[src/design/rvj1_params.svh]
// RV32I widths are fixed by the ISA; changing them breaks the decoder field slicing
`ifndef RVJ1_PARAMS_SVH
`define RVJ1_PARAMS_SVH

////////////////////////////////////////////////////////////////////////////
// Architectural widths
////////////////////////////////////////////////////////////////////////////

// Data, pc, immediate and instruction width
`define RVJ1_XLEN 32

// Register index width
`define RVJ1_RALEN 5

// Architectural registers, x0 included
`define RVJ1_NREGS 32

// Note that shifts use log2 of XLEN bits of operand B,
// so XLEN has to stay a power of two

`endif
[src/design/rvj1_defines.sv]
// Shared types for the RV32I integer execute slice; no load, store, branch or CSR encodings
`include "rvj1_params.svh"

package rvj1_defines;

  ////////////////////////////////////////////////////////////////////////////
  // Width types
  ////////////////////////////////////////////////////////////////////////////

  typedef logic [`RVJ1_XLEN-1:0]  xlen_t;   // Data word, pc or immediate
  typedef logic [`RVJ1_RALEN-1:0] ralen_t;  // Register index

  ////////////////////////////////////////////////////////////////////////////
  // Instruction encodings
  ////////////////////////////////////////////////////////////////////////////

  // Major opcodes handled by the slice
  typedef enum logic [6:0] {
    OPCODE_OPIMM = 7'b0010011,
    OPCODE_OP    = 7'b0110011,
    OPCODE_LUI   = 7'b0110111,
    OPCODE_AUIPC = 7'b0010111
  } opcode_e;

  // funct3 of OP and OP-IMM
  typedef enum logic [2:0] {
    F3_ADD_SUB = 3'b000,  // ADDI too
    F3_SLL     = 3'b001,
    F3_SLT     = 3'b010,
    F3_SLTU    = 3'b011,
    F3_XOR     = 3'b100,
    F3_SRL_SRA = 3'b101,
    F3_OR      = 3'b110,
    F3_AND     = 3'b111
  } f3_e;

  // funct7 values that are legal somewhere
  typedef enum logic [6:0] {
    F7_BASE = 7'b0000000,
    F7_ALT  = 7'b0100000   // SUB, SRA and SRAI
  } f7_e;

  ////////////////////////////////////////////////////////////////////////////
  // Datapath control
  ////////////////////////////////////////////////////////////////////////////

  typedef enum logic [3:0] {
    ALU_OP_ADD, ALU_OP_SUB, ALU_OP_SLL, ALU_OP_SLT, ALU_OP_SLTU,
    ALU_OP_XOR, ALU_OP_SRL, ALU_OP_SRA, ALU_OP_OR, ALU_OP_AND
  } alu_op_e;

  typedef enum logic [1:0] {
    OPA_RS1,   // Register ops
    OPA_PC,    // AUIPC
    OPA_ZERO   // LUI
  } opa_sel_e;

  // Decoded instruction held between decode and execute
  typedef struct packed {
    logic     valid;     // Not a bubble
    logic     illegal;
    ralen_t   rs1;
    ralen_t   rs2;
    alu_op_e  alu_op;
    opa_sel_e opa_sel;
    logic     opb_imm;   // Operand B from imm instead of rs2
    logic     write_rf;
    ralen_t   rd;
    xlen_t    imm;       // Already sign extended
    xlen_t    pc;
  } dec_ctrl_t;

  // One retired instruction, also the register file write
  typedef struct packed {
    logic   retire;
    logic   illegal;
    logic   write;       // Only for rd != x0
    ralen_t rd;
    xlen_t  data;
  } retire_t;

endpackage

[src/design/rvj1_core.sv]
// Single-issue RV32I integer slice with one cycle latency; no hazards since writeback precedes the next read
`timescale 1ns/10ps

module rvj1_core import rvj1_defines::*; (
  input  logic    clk_i,
  input  logic    rstn_i,

  // Instruction fetch side
  input  xlen_t   ifu_instr_i,
  input  xlen_t   ifu_pc_i,
  input  logic    ifu_valid_i,
  output logic    ifu_ready_o,

  input  logic    stall_i,       // Downstream freeze

  // Trace of retired instructions
  output retire_t retire_o
);

  ////////////////////////////////////////////////////////////////////////////
  // Internal wires
  ////////////////////////////////////////////////////////////////////////////

  dec_ctrl_t dec;        // Held decode
  logic      exe_fire;
  xlen_t     rs1_data;
  xlen_t     rs2_data;

  // Decode and control
  rvj1_dec i_dec (
    .clk_i       (clk_i),
    .rstn_i      (rstn_i),
    .ifu_instr_i (ifu_instr_i),
    .ifu_pc_i    (ifu_pc_i),
    .ifu_valid_i (ifu_valid_i),
    .ifu_ready_o (ifu_ready_o),
    .stall_i     (stall_i),
    .dec_o       (dec),
    .exe_fire_o  (exe_fire)
  );

  // Operands read in the cycle after decode
  rvj1_regfile i_regfile (
    .clk_i     (clk_i),
    .rstn_i    (rstn_i),
    .raddr_a_i (dec.rs1),
    .raddr_b_i (dec.rs2),
    .rdata_a_o (rs1_data),
    .rdata_b_o (rs2_data),
    .wr_i      (retire_o)      // Write back from the retire record
  );

  // Execute and retire
  rvj1_alu i_alu (
    .clk_i      (clk_i),
    .dec_i      (dec),
    .exe_fire_i (exe_fire),
    .rs1_data_i (rs1_data),
    .rs2_data_i (rs2_data),
    .retire_o   (retire_o)
  );

endmodule

[src/design/rvj1_alu.sv]
// Purely combinational execute stage; clk_i only samples the assertions
`timescale 1ns/10ps
`include "rvj1_params.svh"

module rvj1_alu import rvj1_defines::*; (
  input  logic      clk_i,         // Assertion sampling only
  input  dec_ctrl_t dec_i,         // Held decode
  input  logic      exe_fire_i,    // Retires this cycle
  input  xlen_t     rs1_data_i,
  input  xlen_t     rs2_data_i,
  output retire_t   retire_o
);

  ////////////////////////////////////////////////////////////////////////////
  // Operand selection
  ////////////////////////////////////////////////////////////////////////////

  xlen_t                          opa;
  xlen_t                          opb;
  logic [$clog2(`RVJ1_XLEN)-1:0] shamt;    // Low bits of B only
  xlen_t                          result;

  always_comb begin
    case (dec_i.opa_sel)
      OPA_PC:   opa = dec_i.pc;
      OPA_ZERO: opa = '0;
      default:  opa = rs1_data_i;
    endcase
  end

  assign opb   = dec_i.opb_imm ? dec_i.imm : rs2_data_i;
  assign shamt = opb[$clog2(`RVJ1_XLEN)-1:0];

  ////////////////////////////////////////////////////////////////////////////
  // Operations
  ////////////////////////////////////////////////////////////////////////////

  always_comb begin
    case (dec_i.alu_op)
      ALU_OP_ADD:  result = opa + opb;
      ALU_OP_SUB:  result = opa - opb;
      ALU_OP_SLL:  result = opa << shamt;
      ALU_OP_SLT:  result = xlen_t'($signed(opa) < $signed(opb));
      ALU_OP_SLTU: result = xlen_t'(opa < opb);
      ALU_OP_XOR:  result = opa ^ opb;
      ALU_OP_SRL:  result = opa >> shamt;
      ALU_OP_SRA:  result = xlen_t'($signed(opa) >>> shamt);   // Sign fill
      ALU_OP_OR:   result = opa | opb;
      ALU_OP_AND:  result = opa & opb;
      default:     result = '0;
    endcase
  end

  ////////////////////////////////////////////////////////////////////////////
  // Retire record
  ////////////////////////////////////////////////////////////////////////////

  always_comb begin
    retire_o.retire  = exe_fire_i;
    retire_o.illegal = exe_fire_i & dec_i.illegal;
    // x0 writes retire without a register write
    retire_o.write   = exe_fire_i & dec_i.write_rf & (dec_i.rd != '0);
    retire_o.rd      = dec_i.rd;
    retire_o.data    = result;
  end

  // A retiring result is never built from unknown operands
  a_data_known: assert property (@(posedge clk_i)
    retire_o.retire |-> !$isunknown(retire_o.data));

  // Illegal flag from decode and write enable here stay exclusive
  a_write_not_illegal: assert property (@(posedge clk_i)
    retire_o.write |-> !retire_o.illegal);

endmodule

[src/design/rvj1_regfile.sv]
// 31 registers plus hard-wired x0; reads are combinational, so a write is seen the next cycle
`timescale 1ns/10ps
`include "rvj1_params.svh"

module rvj1_regfile import rvj1_defines::*; (
  input  logic    clk_i,
  input  logic    rstn_i,

  // Read ports
  input  ralen_t  raddr_a_i,
  input  ralen_t  raddr_b_i,
  output xlen_t   rdata_a_o,
  output xlen_t   rdata_b_o,

  // Write port, straight from the retire record
  input  retire_t wr_i
);

  ////////////////////////////////////////////////////////////////////////////
  // Storage
  ////////////////////////////////////////////////////////////////////////////

  xlen_t regs_q [1:`RVJ1_NREGS-1];   // No storage for x0

  always_ff @(posedge clk_i) begin
    if (!rstn_i) begin
      for (int i = 1; i < `RVJ1_NREGS; i++) begin
        regs_q[i] <= '0;
      end
    end else if (wr_i.write && (wr_i.rd != '0)) begin
      regs_q[wr_i.rd] <= wr_i.data;
    end
  end

  ////////////////////////////////////////////////////////////////////////////
  // Read ports
  ////////////////////////////////////////////////////////////////////////////

  // x0 reads as zero
  assign rdata_a_o = (raddr_a_i == '0) ? '0 : regs_q[raddr_a_i];
  assign rdata_b_o = (raddr_b_i == '0) ? '0 : regs_q[raddr_b_i];

  // Write index from the ALU is known and never x0
  a_wr_idx_known: assert property (@(posedge clk_i) disable iff (!rstn_i)
    wr_i.write |-> (!$isunknown(wr_i.rd) && (wr_i.rd != '0)));

endmodule

[src/design/rvj1_dec.sv]
// RV32I OP, OP-IMM, LUI and AUIPC only; any other encoding retires as illegal without a write
`timescale 1ns/10ps
`include "rvj1_params.svh"

module rvj1_dec import rvj1_defines::*; (
  input  logic      clk_i,
  input  logic      rstn_i,

  // Fetch side
  input  xlen_t     ifu_instr_i,   // Raw instruction word
  input  xlen_t     ifu_pc_i,      // pc of that word
  input  logic      ifu_valid_i,
  output logic      ifu_ready_o,

  input  logic      stall_i,       // Freeze from downstream

  // To execute
  output dec_ctrl_t dec_o,         // Registered decode
  output logic      exe_fire_o     // Held instruction retires now
);

  ////////////////////////////////////////////////////////////////////////////
  // Instruction fields
  ////////////////////////////////////////////////////////////////////////////

  logic [6:0] opcode;
  ralen_t     rd;
  ralen_t     rs1;
  ralen_t     rs2;
  f3_e        funct3;
  logic [6:0] funct7;
  xlen_t      imm_i;     // Also carries shamt in its low bits
  xlen_t      imm_u;
  logic       accept;    // Handshake this cycle
  dec_ctrl_t  dec_d;     // Next decode
  dec_ctrl_t  dec_q;

  assign opcode = ifu_instr_i[6:0];
  assign rd     = ifu_instr_i[11:7];
  assign funct3 = f3_e'(ifu_instr_i[14:12]);
  assign rs1    = ifu_instr_i[19:15];
  assign rs2    = ifu_instr_i[24:20];
  assign funct7 = ifu_instr_i[31:25];

  // I and U immediates, sign extended to XLEN
  assign imm_i = {{(`RVJ1_XLEN-12){ifu_instr_i[31]}}, ifu_instr_i[31:20]};
  assign imm_u = {ifu_instr_i[31:12], 12'h000};

  assign ifu_ready_o = ~stall_i;
  assign accept      = ifu_valid_i & ifu_ready_o;

  ////////////////////////////////////////////////////////////////////////////
  // Combinational decode
  ////////////////////////////////////////////////////////////////////////////

  always_comb begin
    dec_d         = '0;
    dec_d.valid   = 1'b1;
    dec_d.illegal = 1'b1;      // Cleared by any legal encoding
    dec_d.rs1     = rs1;
    dec_d.alu_op  = ALU_OP_ADD;
    dec_d.opa_sel = OPA_RS1;
    dec_d.rd      = rd;
    dec_d.imm     = imm_i;
    dec_d.pc      = ifu_pc_i;

    case (opcode)
      OPCODE_OPIMM: begin
        dec_d.opb_imm = 1'b1;
        dec_d.illegal = 1'b0;
        case (funct3)
          F3_ADD_SUB: dec_d.alu_op = ALU_OP_ADD;   // No SUBI
          F3_SLT:     dec_d.alu_op = ALU_OP_SLT;
          F3_SLTU:    dec_d.alu_op = ALU_OP_SLTU;
          F3_XOR:     dec_d.alu_op = ALU_OP_XOR;
          F3_OR:      dec_d.alu_op = ALU_OP_OR;
          F3_AND:     dec_d.alu_op = ALU_OP_AND;
          F3_SLL: begin
            dec_d.alu_op  = ALU_OP_SLL;
            dec_d.illegal = (funct7 != F7_BASE);
          end
          F3_SRL_SRA: begin
            if (funct7 == F7_ALT) begin
              dec_d.alu_op = ALU_OP_SRA;
            end else begin
              dec_d.alu_op = ALU_OP_SRL;
            end
            dec_d.illegal = (funct7 != F7_BASE) && (funct7 != F7_ALT);
          end
          default: dec_d.illegal = 1'b1;
        endcase
      end

      OPCODE_OP: begin
        dec_d.rs2 = rs2;
        // Alternate funct7 only exists for SUB and SRA
        dec_d.illegal = !((funct7 == F7_BASE) ||
                          ((funct7 == F7_ALT) &&
                           ((funct3 == F3_ADD_SUB) || (funct3 == F3_SRL_SRA))));
        case (funct3)
          F3_ADD_SUB: begin
            if (funct7 == F7_ALT) begin
              dec_d.alu_op = ALU_OP_SUB;
            end else begin
              dec_d.alu_op = ALU_OP_ADD;
            end
          end
          F3_SRL_SRA: begin
            if (funct7 == F7_ALT) begin
              dec_d.alu_op = ALU_OP_SRA;
            end else begin
              dec_d.alu_op = ALU_OP_SRL;
            end
          end
          F3_SLL:  dec_d.alu_op = ALU_OP_SLL;
          F3_SLT:  dec_d.alu_op = ALU_OP_SLT;
          F3_SLTU: dec_d.alu_op = ALU_OP_SLTU;
          F3_XOR:  dec_d.alu_op = ALU_OP_XOR;
          F3_OR:   dec_d.alu_op = ALU_OP_OR;
          F3_AND:  dec_d.alu_op = ALU_OP_AND;
          default: dec_d.illegal = 1'b1;
        endcase
      end

      OPCODE_LUI: begin
        dec_d.opa_sel = OPA_ZERO;  // 0 + imm
        dec_d.opb_imm = 1'b1;
        dec_d.imm     = imm_u;
        dec_d.illegal = 1'b0;
      end

      OPCODE_AUIPC: begin
        dec_d.opa_sel = OPA_PC;    // pc + imm
        dec_d.opb_imm = 1'b1;
        dec_d.imm     = imm_u;
        dec_d.illegal = 1'b0;
      end

      default: ;                   // Stays illegal
    endcase

    dec_d.write_rf = ~dec_d.illegal;
  end

  ////////////////////////////////////////////////////////////////////////////
  // Decode register
  ////////////////////////////////////////////////////////////////////////////

  // Load on accept, hold under stall, bubble otherwise
  always_ff @(posedge clk_i) begin
    if (!rstn_i) begin
      dec_q.valid    <= 1'b0;
      dec_q.illegal  <= 1'b0;
      dec_q.write_rf <= 1'b0;
    end else if (accept) begin
      dec_q <= dec_d;
    end else if (!stall_i) begin
      dec_q.valid    <= 1'b0;      // Bubble, payload left as is
      dec_q.illegal  <= 1'b0;
      dec_q.write_rf <= 1'b0;
    end
  end

  assign dec_o      = dec_q;
  assign exe_fire_o = dec_q.valid & ~stall_i;   // Only stall check in the core

  // Fetch is never told ready during a freeze
  a_ready_vs_stall: assert property (@(posedge clk_i) disable iff (!rstn_i)
    stall_i |-> !ifu_ready_o);

  // An illegal decode must never reach the register file
  a_illegal_no_write: assert property (@(posedge clk_i) disable iff (!rstn_i)
    dec_o.illegal |-> !dec_o.write_rf);

endmodule

[config.mk]
export PLATFORM = sky130hd
export DESIGN_NAME = rvj1_core
export DESIGN_NICKNAME = d
export VERILOG_FILES = /design/src/design/rvj1_defines.sv /design/src/design/rvj1_core.sv /design/src/design/rvj1_alu.sv /design/src/design/rvj1_regfile.sv /design/src/design/rvj1_dec.sv
export VERILOG_INCLUDE_DIRS = /design/src /design/src/design
export SDC_FILE = /design/constraint.sdc
export NUM_CORES = 2
export LEC_CHECK = 0
export BUFFER_PORTS_ARGS = -buffer_cell sky130_fd_sc_hd__buf_4
export CELL_PAD_IN_SITES_DETAIL_PLACEMENT = 0
export CELL_PAD_IN_SITES_GLOBAL_PLACEMENT = 1
export CORE_MARGIN = 4
export CORE_UTILIZATION = 52
export DETAILED_ROUTE_END_ITERATION = 6
export GPL_TIMING_DRIVEN = 0
export PLACE_DENSITY_LB_ADDON = 0.1
export RECOVER_POWER = 50
export SLEW_MARGIN = 30
export SYNTH_ARGS = -nofsm -noshare
export SYNTH_HDL_FRONTEND = slang
export SYNTH_SLANG_ARGS = --single-unit
export TNS_END_PERCENT = 10
[constraint.sdc]
create_clock -name clk_i -period 9.5 [get_ports clk_i]
set_input_delay 1.425 -clock clk_i [delete_from_list [all_inputs] [get_ports clk_i]]
set_output_delay 1.425 -clock clk_i [all_outputs]
set_load 0.1 [all_outputs]
==> Yosys cells after proc, flatten, opt, wreduce, memory -nomap -nowiden <==
Memory sizes are Yosys's and may differ from the RTL's. A register that Yosys moved wholly into a read port is not among the register bits.
Cells that the tools add are included.
{ "classes": {"addsub": 2, "n_lt_le_gt_ge": 2, "n_eq_ne": 25, "shift": 3, "n_mux": 29, "bitwise": 10, "n_reduce_logical": 17} }
{ "ops": {"columns": ["cell", "n"], "rows": [
  ["32-bit case mux with 10 select lines", 1],
  ["32-bit 2-to-1 mux", 4],
  ["32-bit less-than comparator", 2],
  ["32-bit case mux with 2 select lines", 1],
  ["4-bit case mux with 8 select lines", 2],
  ["32-bit adder", 1],
  ["32-bit bitwise AND", 1],
  ["32-bit OR", 1],
  ["32-bit OR reduction", 1],
  ["32-bit by 5-bit left shift with 32-bit output", 1],
  ["32-bit by 5-bit >> shifter with 32-bit output", 1],
  ["32-bit by 5-bit >>> shifter with 32-bit output", 1],
  ["32-bit subtractor", 1],
  ["32-bit bitwise XOR", 1],
  ["31-bit 2-to-1 mux", 1],
  ["7-bit by 6-bit equality test with 1-bit output, second input constant", 3],
  ["5-bit 2-to-1 mux", 4],
  ["4-bit by 3-bit equality test with 1-bit output, second input constant", 4],
  ["7-bit by 5-bit equality test with 1-bit output, second input constant", 2],
  ["3-bit equality test, second input constant", 4],
  ["5-bit logical NOT", 2],
  ["1-bit 2-to-1 mux", 10],
  ["4-bit by 2-bit equality test with 1-bit output, second input constant", 2],
  ["4-bit equality test, second input constant", 2],
  ["25 further kinds", 35]
]} }
{ "totals": {"regBits": 89, "mem_bits_rw": 992, "inputBits": 68, "output_inout_bits": 41, "wordCells": 101, "mem_count": 1} }
{ "memory_table": {"columns": ["name", "words", "width", "read_ports", "rd_ports_with_merged_regs", "wr", "line", "rtl"], "rows": [
  ["i_regfile.regs_q", 31, 32, 2, 2, 31, "rvj1_regfile.sv:23", "xlen_t regs_q [1:`RVJ1_NREGS-1];"]
]} }

==> Depth between registers and ports, before layout <==
{ "depth": {"ltp_word": 10, "depth_mapped": 28, "depth_no_buf": 19} }

==> Hierarchy <==
From an unflattened synthesis, not the netlist that was laid out.
{ "hier_totals": {"hier_cells": 5162, "area_unflattened_um2": 67315.8} }
{ "by_module_without_submodules": {"columns": ["mod", "n_inst", "cells_each", "area_per_inst_um2", "seq_area_each_um2"], "rows": [
  ["rvj1_regfile", 1, 3505, 54214.5, 30749.5],
  ["rvj1_alu", 1, 1480, 9899.5, 0.0],
  ["rvj1_dec", 1, 177, 3201.8, 2642.5]
]} }

==> Worst setup path before layout <==
Ideal clock, no wire load.
{ "synth_timing": {"kind": "reg2out", "startpoint": "reg with a tool-made name", "endpoint": "out retire_o[0] (netlist bit)", "arrival_ps": 6715, "t_required_ps": 8075, "slack_ps": 1360, "path_stages_with_launch": 28, "n_path_buf": 11, "cell_sequence": "dfxtp_1 > buf_4 > buf_12 > buf_12 > buf_12 > buf_6 > clkbuf_1 > buf_2 > buf_1 > mux4_2 > mux4_2 > mux2i_1 > o21ai_0 > ha_1 > clkbuf_1 > inv_1 > a21oi_1 > o31ai_1 > a221o_1 > o211ai_1 > a2111oi_0 > o22ai_1 > o21bai_1 > a2111o_1 > and4_1 > clkbuf_1 > buf_2 > inv_1"} }
{ "synth_rtl": {"columns": ["element", "line", "rtl"], "rows": [
  ["end: declaration", "rvj1_core.sv:17", "output retire_t retire_o"]
]} }

==> metrics.txt <==
number of global-route vias before repair 53100; maximum number of pins on one net before global-route repair 45; most frequent cell after synthesis sky130_fd_sc_hd__edfxtp_1; RSZ-0062 raised after global routing yes; clock root buffer master sky130_fd_sc_hd__clkbuf_16; CTS tree done; antenna violations before repair 15; category of the worst setup path capture point output pin; cell types occupying the most area after synthesis sky130_fd_sc_hd__edfxtp_1, sky130_fd_sc_hd__mux4_2, sky130_fd_sc_hd__mux2i_1; worst-case clock skew 0.0230 ns; cell total after placement 7286; final critical path time including I/O delays and setup 9.67 ns; std cell rows 131; period utilisation layout 1.02; CTS Sinks 1123; share of synthesized flip-flops with an asynchronous set or reset 0; Detailed Route WL 344000 um; peak clock frequency supported by timing 0.103 GHz; Layout Cells excl Fill 7535; top cells by instance count after synthesis sky130_fd_sc_hd__edfxtp_1, sky130_fd_sc_hd__nor2_1, sky130_fd_sc_hd__mux4_2, sky130_fd_sc_hd__mux2i_1, sky130_fd_sc_hd__nor2b_1; die height 368 um; #FFs+latches synth 1123; quantity of I/O buffers inserted on ports 106; Horiz. Die Dim 368 um; via count 55700; gr usage total 0.500; starting density of the core 0.526; drt initial violations 10900; Setup crit start kind register; Core Region 0.128 mm^2; Bufs on Longest Clock Path 3; final-layout fill cell count 10300; routability congestion estimate 1.07; average via count per standard cell 7.39; clock slew at the register clock pins of the worst setup and hold paths 0.06 ns; Routed Antenna Nets 0; Final Max Slew Viols 756; maximum level of the CTS H-tree 3; area taken by flip-flops and latches 0.0336 mm^2; violations in the final reports design-rule violations, max-capacitance violations, max-slew violations, negative setup slack; total number of yosys warnings 0; Max Cap Viol 23; power density of the placed cells 191 mW/mm^2; layout cell share with drive strength beyond 1 0.233; cell accounting for the most synthesized area sky130_fd_sc_hd__edfxtp_1; Final setup viols 17; number of buffers added to fix hold violations after cts 0; Post-Synthesis Cells 5363; post-route DRC violation count 8; CP Class register to output pin; count of flip-flops with a built-in enable after synthesis 1110; post-synth design cell area 0.0673 mm^2; run status finished with violations; die area 0.135 mm^2; Final nets 5870; Top-Level Pins 109; prevailing post-synth register cell sky130_fd_sc_hd__edfxtp_1; Post-DP HPWL 249000 um; number of buffers created by CTS 113; post-synth top area share 0.495; max_slew headroom -1.05; Post-Syn Area per Cell 12.5 um^2; type of the most critical hold path register to register; setup TNS after final layout -1.21 ns; first-pass GRT wire length 454000 um; Critical Path RT 8.08 ns; transition time at the pin with the least slew margin 3.07 ns; share of the yosys chip area belonging to registers 0.499; crit path setup slack, layout -0.175 ns; clk_lat worst skew 0.75 ns; Hold Fails Final Rpt 0; maximum fanout encountered on the critical timing path 11; distinct cell type count of the synthesized netlist 103; total iterations of the first detailed-routing run 7; remaining global-route overflow 0; area of the multi-input gates 0.0321 mm^2; CP Data Arrival Time 8.25 ns; Leakage Power 28.0 nW; worst vdd rail ir drop 0.171 mV; wire length per cell 45.6 um; area growth from synthesis to layout 14.0%
## report_power, final
| part | internal, mW | switching, mW | total [mW] | leakage, nW |
|---|---|---|---|---|
| registers | 5.64 | 0.116 | 5.75 | 11.4 |
| clock network | 2.47 | 2.04 | 4.51 | 1.76 |
| logic | 1.32 | 3.06 | 4.38 | 14.8 |
## state kept, by name, indices dropped and copies added (netlist names), named ones only
signal,cells
i_dec.dec_o,89
i_regfile.regs_q,1024
## metrics by stage
step / instance area, um^2 / hold WS, ns / power [mW] / utilization / setup slack (ns)
floorplan: 67400 / 0.432 / 7.92 / - / 1.36
global placement: 70400 / 0.465 / 9.59 / 0.550 / -4.35
detailed placement: 71800 / 0.460 / 9.69 / 0.561 / -2.77
CTS: 76700 / 0.488 / 14.2 / 0.599 / -0.0504
global route: 76700 / 0.515 / 14.8 / 0.599 / -0.0880
finish: 76700 / 0.482 / 14.6 / 0.599 / -0.175
## layout by cell type (no fill, tap or decap), drive strengths merged, types with 102 or more instances in the layout
cell type	synthesis	layout
nor2	685	685
mux2i	424	424
nand2	295	295
clkbuf	296	504
nor2b	401	401
a21oi	219	219
a22oi	150	150
mux4	437	437
o21ai	102	102
inv	119	122
edfxtp	1110	1110
buf	226	360
## cell type report
cell class | count | share of cell area
sequential | 1123 | 0.438
multi-input combinational | 3628 | 0.418
clock inverter | 59 | 0.00736
clock buffer | 151 | 0.0393
inverter | 121 | 0.00602
timing repair buffer | 218 | 0.0229
antenna | 11 | 0.000359
tap | 1729 | 0.0282
buffer | 495 | 0.0396
## per-layer routing
| layer | share of wire | vias to the layer above | GRT usage |
|---|---|---|---|
| met1 | 0.30 | 27500 | 0.554 |
| met4 | 0.13 | 6 | 0.485 |
| met5 | 0.00024 | - | 0 |
| met2 | 0.42 | 5380 | 0.729 |
| met3 | 0.15 | 1586 | 0.195 |
| li1 | - | 21200 | - |
## worst max-delay path, stage by stage, from the launching register on
cell,delay (ns)
sky130_fd_sc_hd__dfxtp_1,0.57
sky130_fd_sc_hd__and2_1,0.19
sky130_fd_sc_hd__buf_1,0.60
sky130_fd_sc_hd__a22oi_1,0.17
sky130_fd_sc_hd__a21oi_1,0.54
sky130_fd_sc_hd__a2111oi_4,0.16
sky130_fd_sc_hd__or2_1,0.31
sky130_fd_sc_hd__inv_1,0.21
sky130_fd_sc_hd__buf_4,0.28
sky130_fd_sc_hd__buf_2,0.43
sky130_fd_sc_hd__buf_2,0.52
sky130_fd_sc_hd__ha_1,0.26
sky130_fd_sc_hd__o21bai_1,0.13
sky130_fd_sc_hd__a21o_1,0.26
sky130_fd_sc_hd__a21oi_4,0.11
sky130_fd_sc_hd__nand2b_1,0.22
sky130_fd_sc_hd__o31ai_1,0.39
sky130_fd_sc_hd__a21boi_0,0.20
sky130_fd_sc_hd__a221o_1,0.38
sky130_fd_sc_hd__nand2_1,0.25
sky130_fd_sc_hd__and4_4,0.42
sky130_fd_sc_hd__buf_2,0.29
sky130_fd_sc_hd__inv_1,0.23
sky130_fd_sc_hd__buf_4,0.30
## final timing paths
path | start | endpoint | slack, ns | depth (start not counted)
max | register | retire_o[12] | -0.17 | 23
max reg2reg | register | i_regfile.regs_q[24][23]$_SDFFCE_PN0P_ | 1.44 | 24
min | i_dec.dec_o[84]$_DFFE_PP_ | register | 0.48 | 2
min reg2reg | i_dec.dec_o[84]$_DFFE_PP_ | register | 0.48 | 2
## cell families after synthesis
group           count (synthesis)  synth area share
other cells                     1         0.0000557
mux                           914             0.219
xor+xnor                       11           0.00143
compound gates                936            0.0983
fa+ha+maj                     102            0.0192
simple gates                 1633             0.117
flops                        1123             0.499
buf+inv                       643            0.0463
## what timing repair did
action                     4_1_cts  5_1_grt
hold endpoints to repair         0        0
pin swaps                       39       13
setup endpoints to repair      821       29
resized for setup              287       92
buffers inserted                38       15
(Power assumes the default switching activity.)
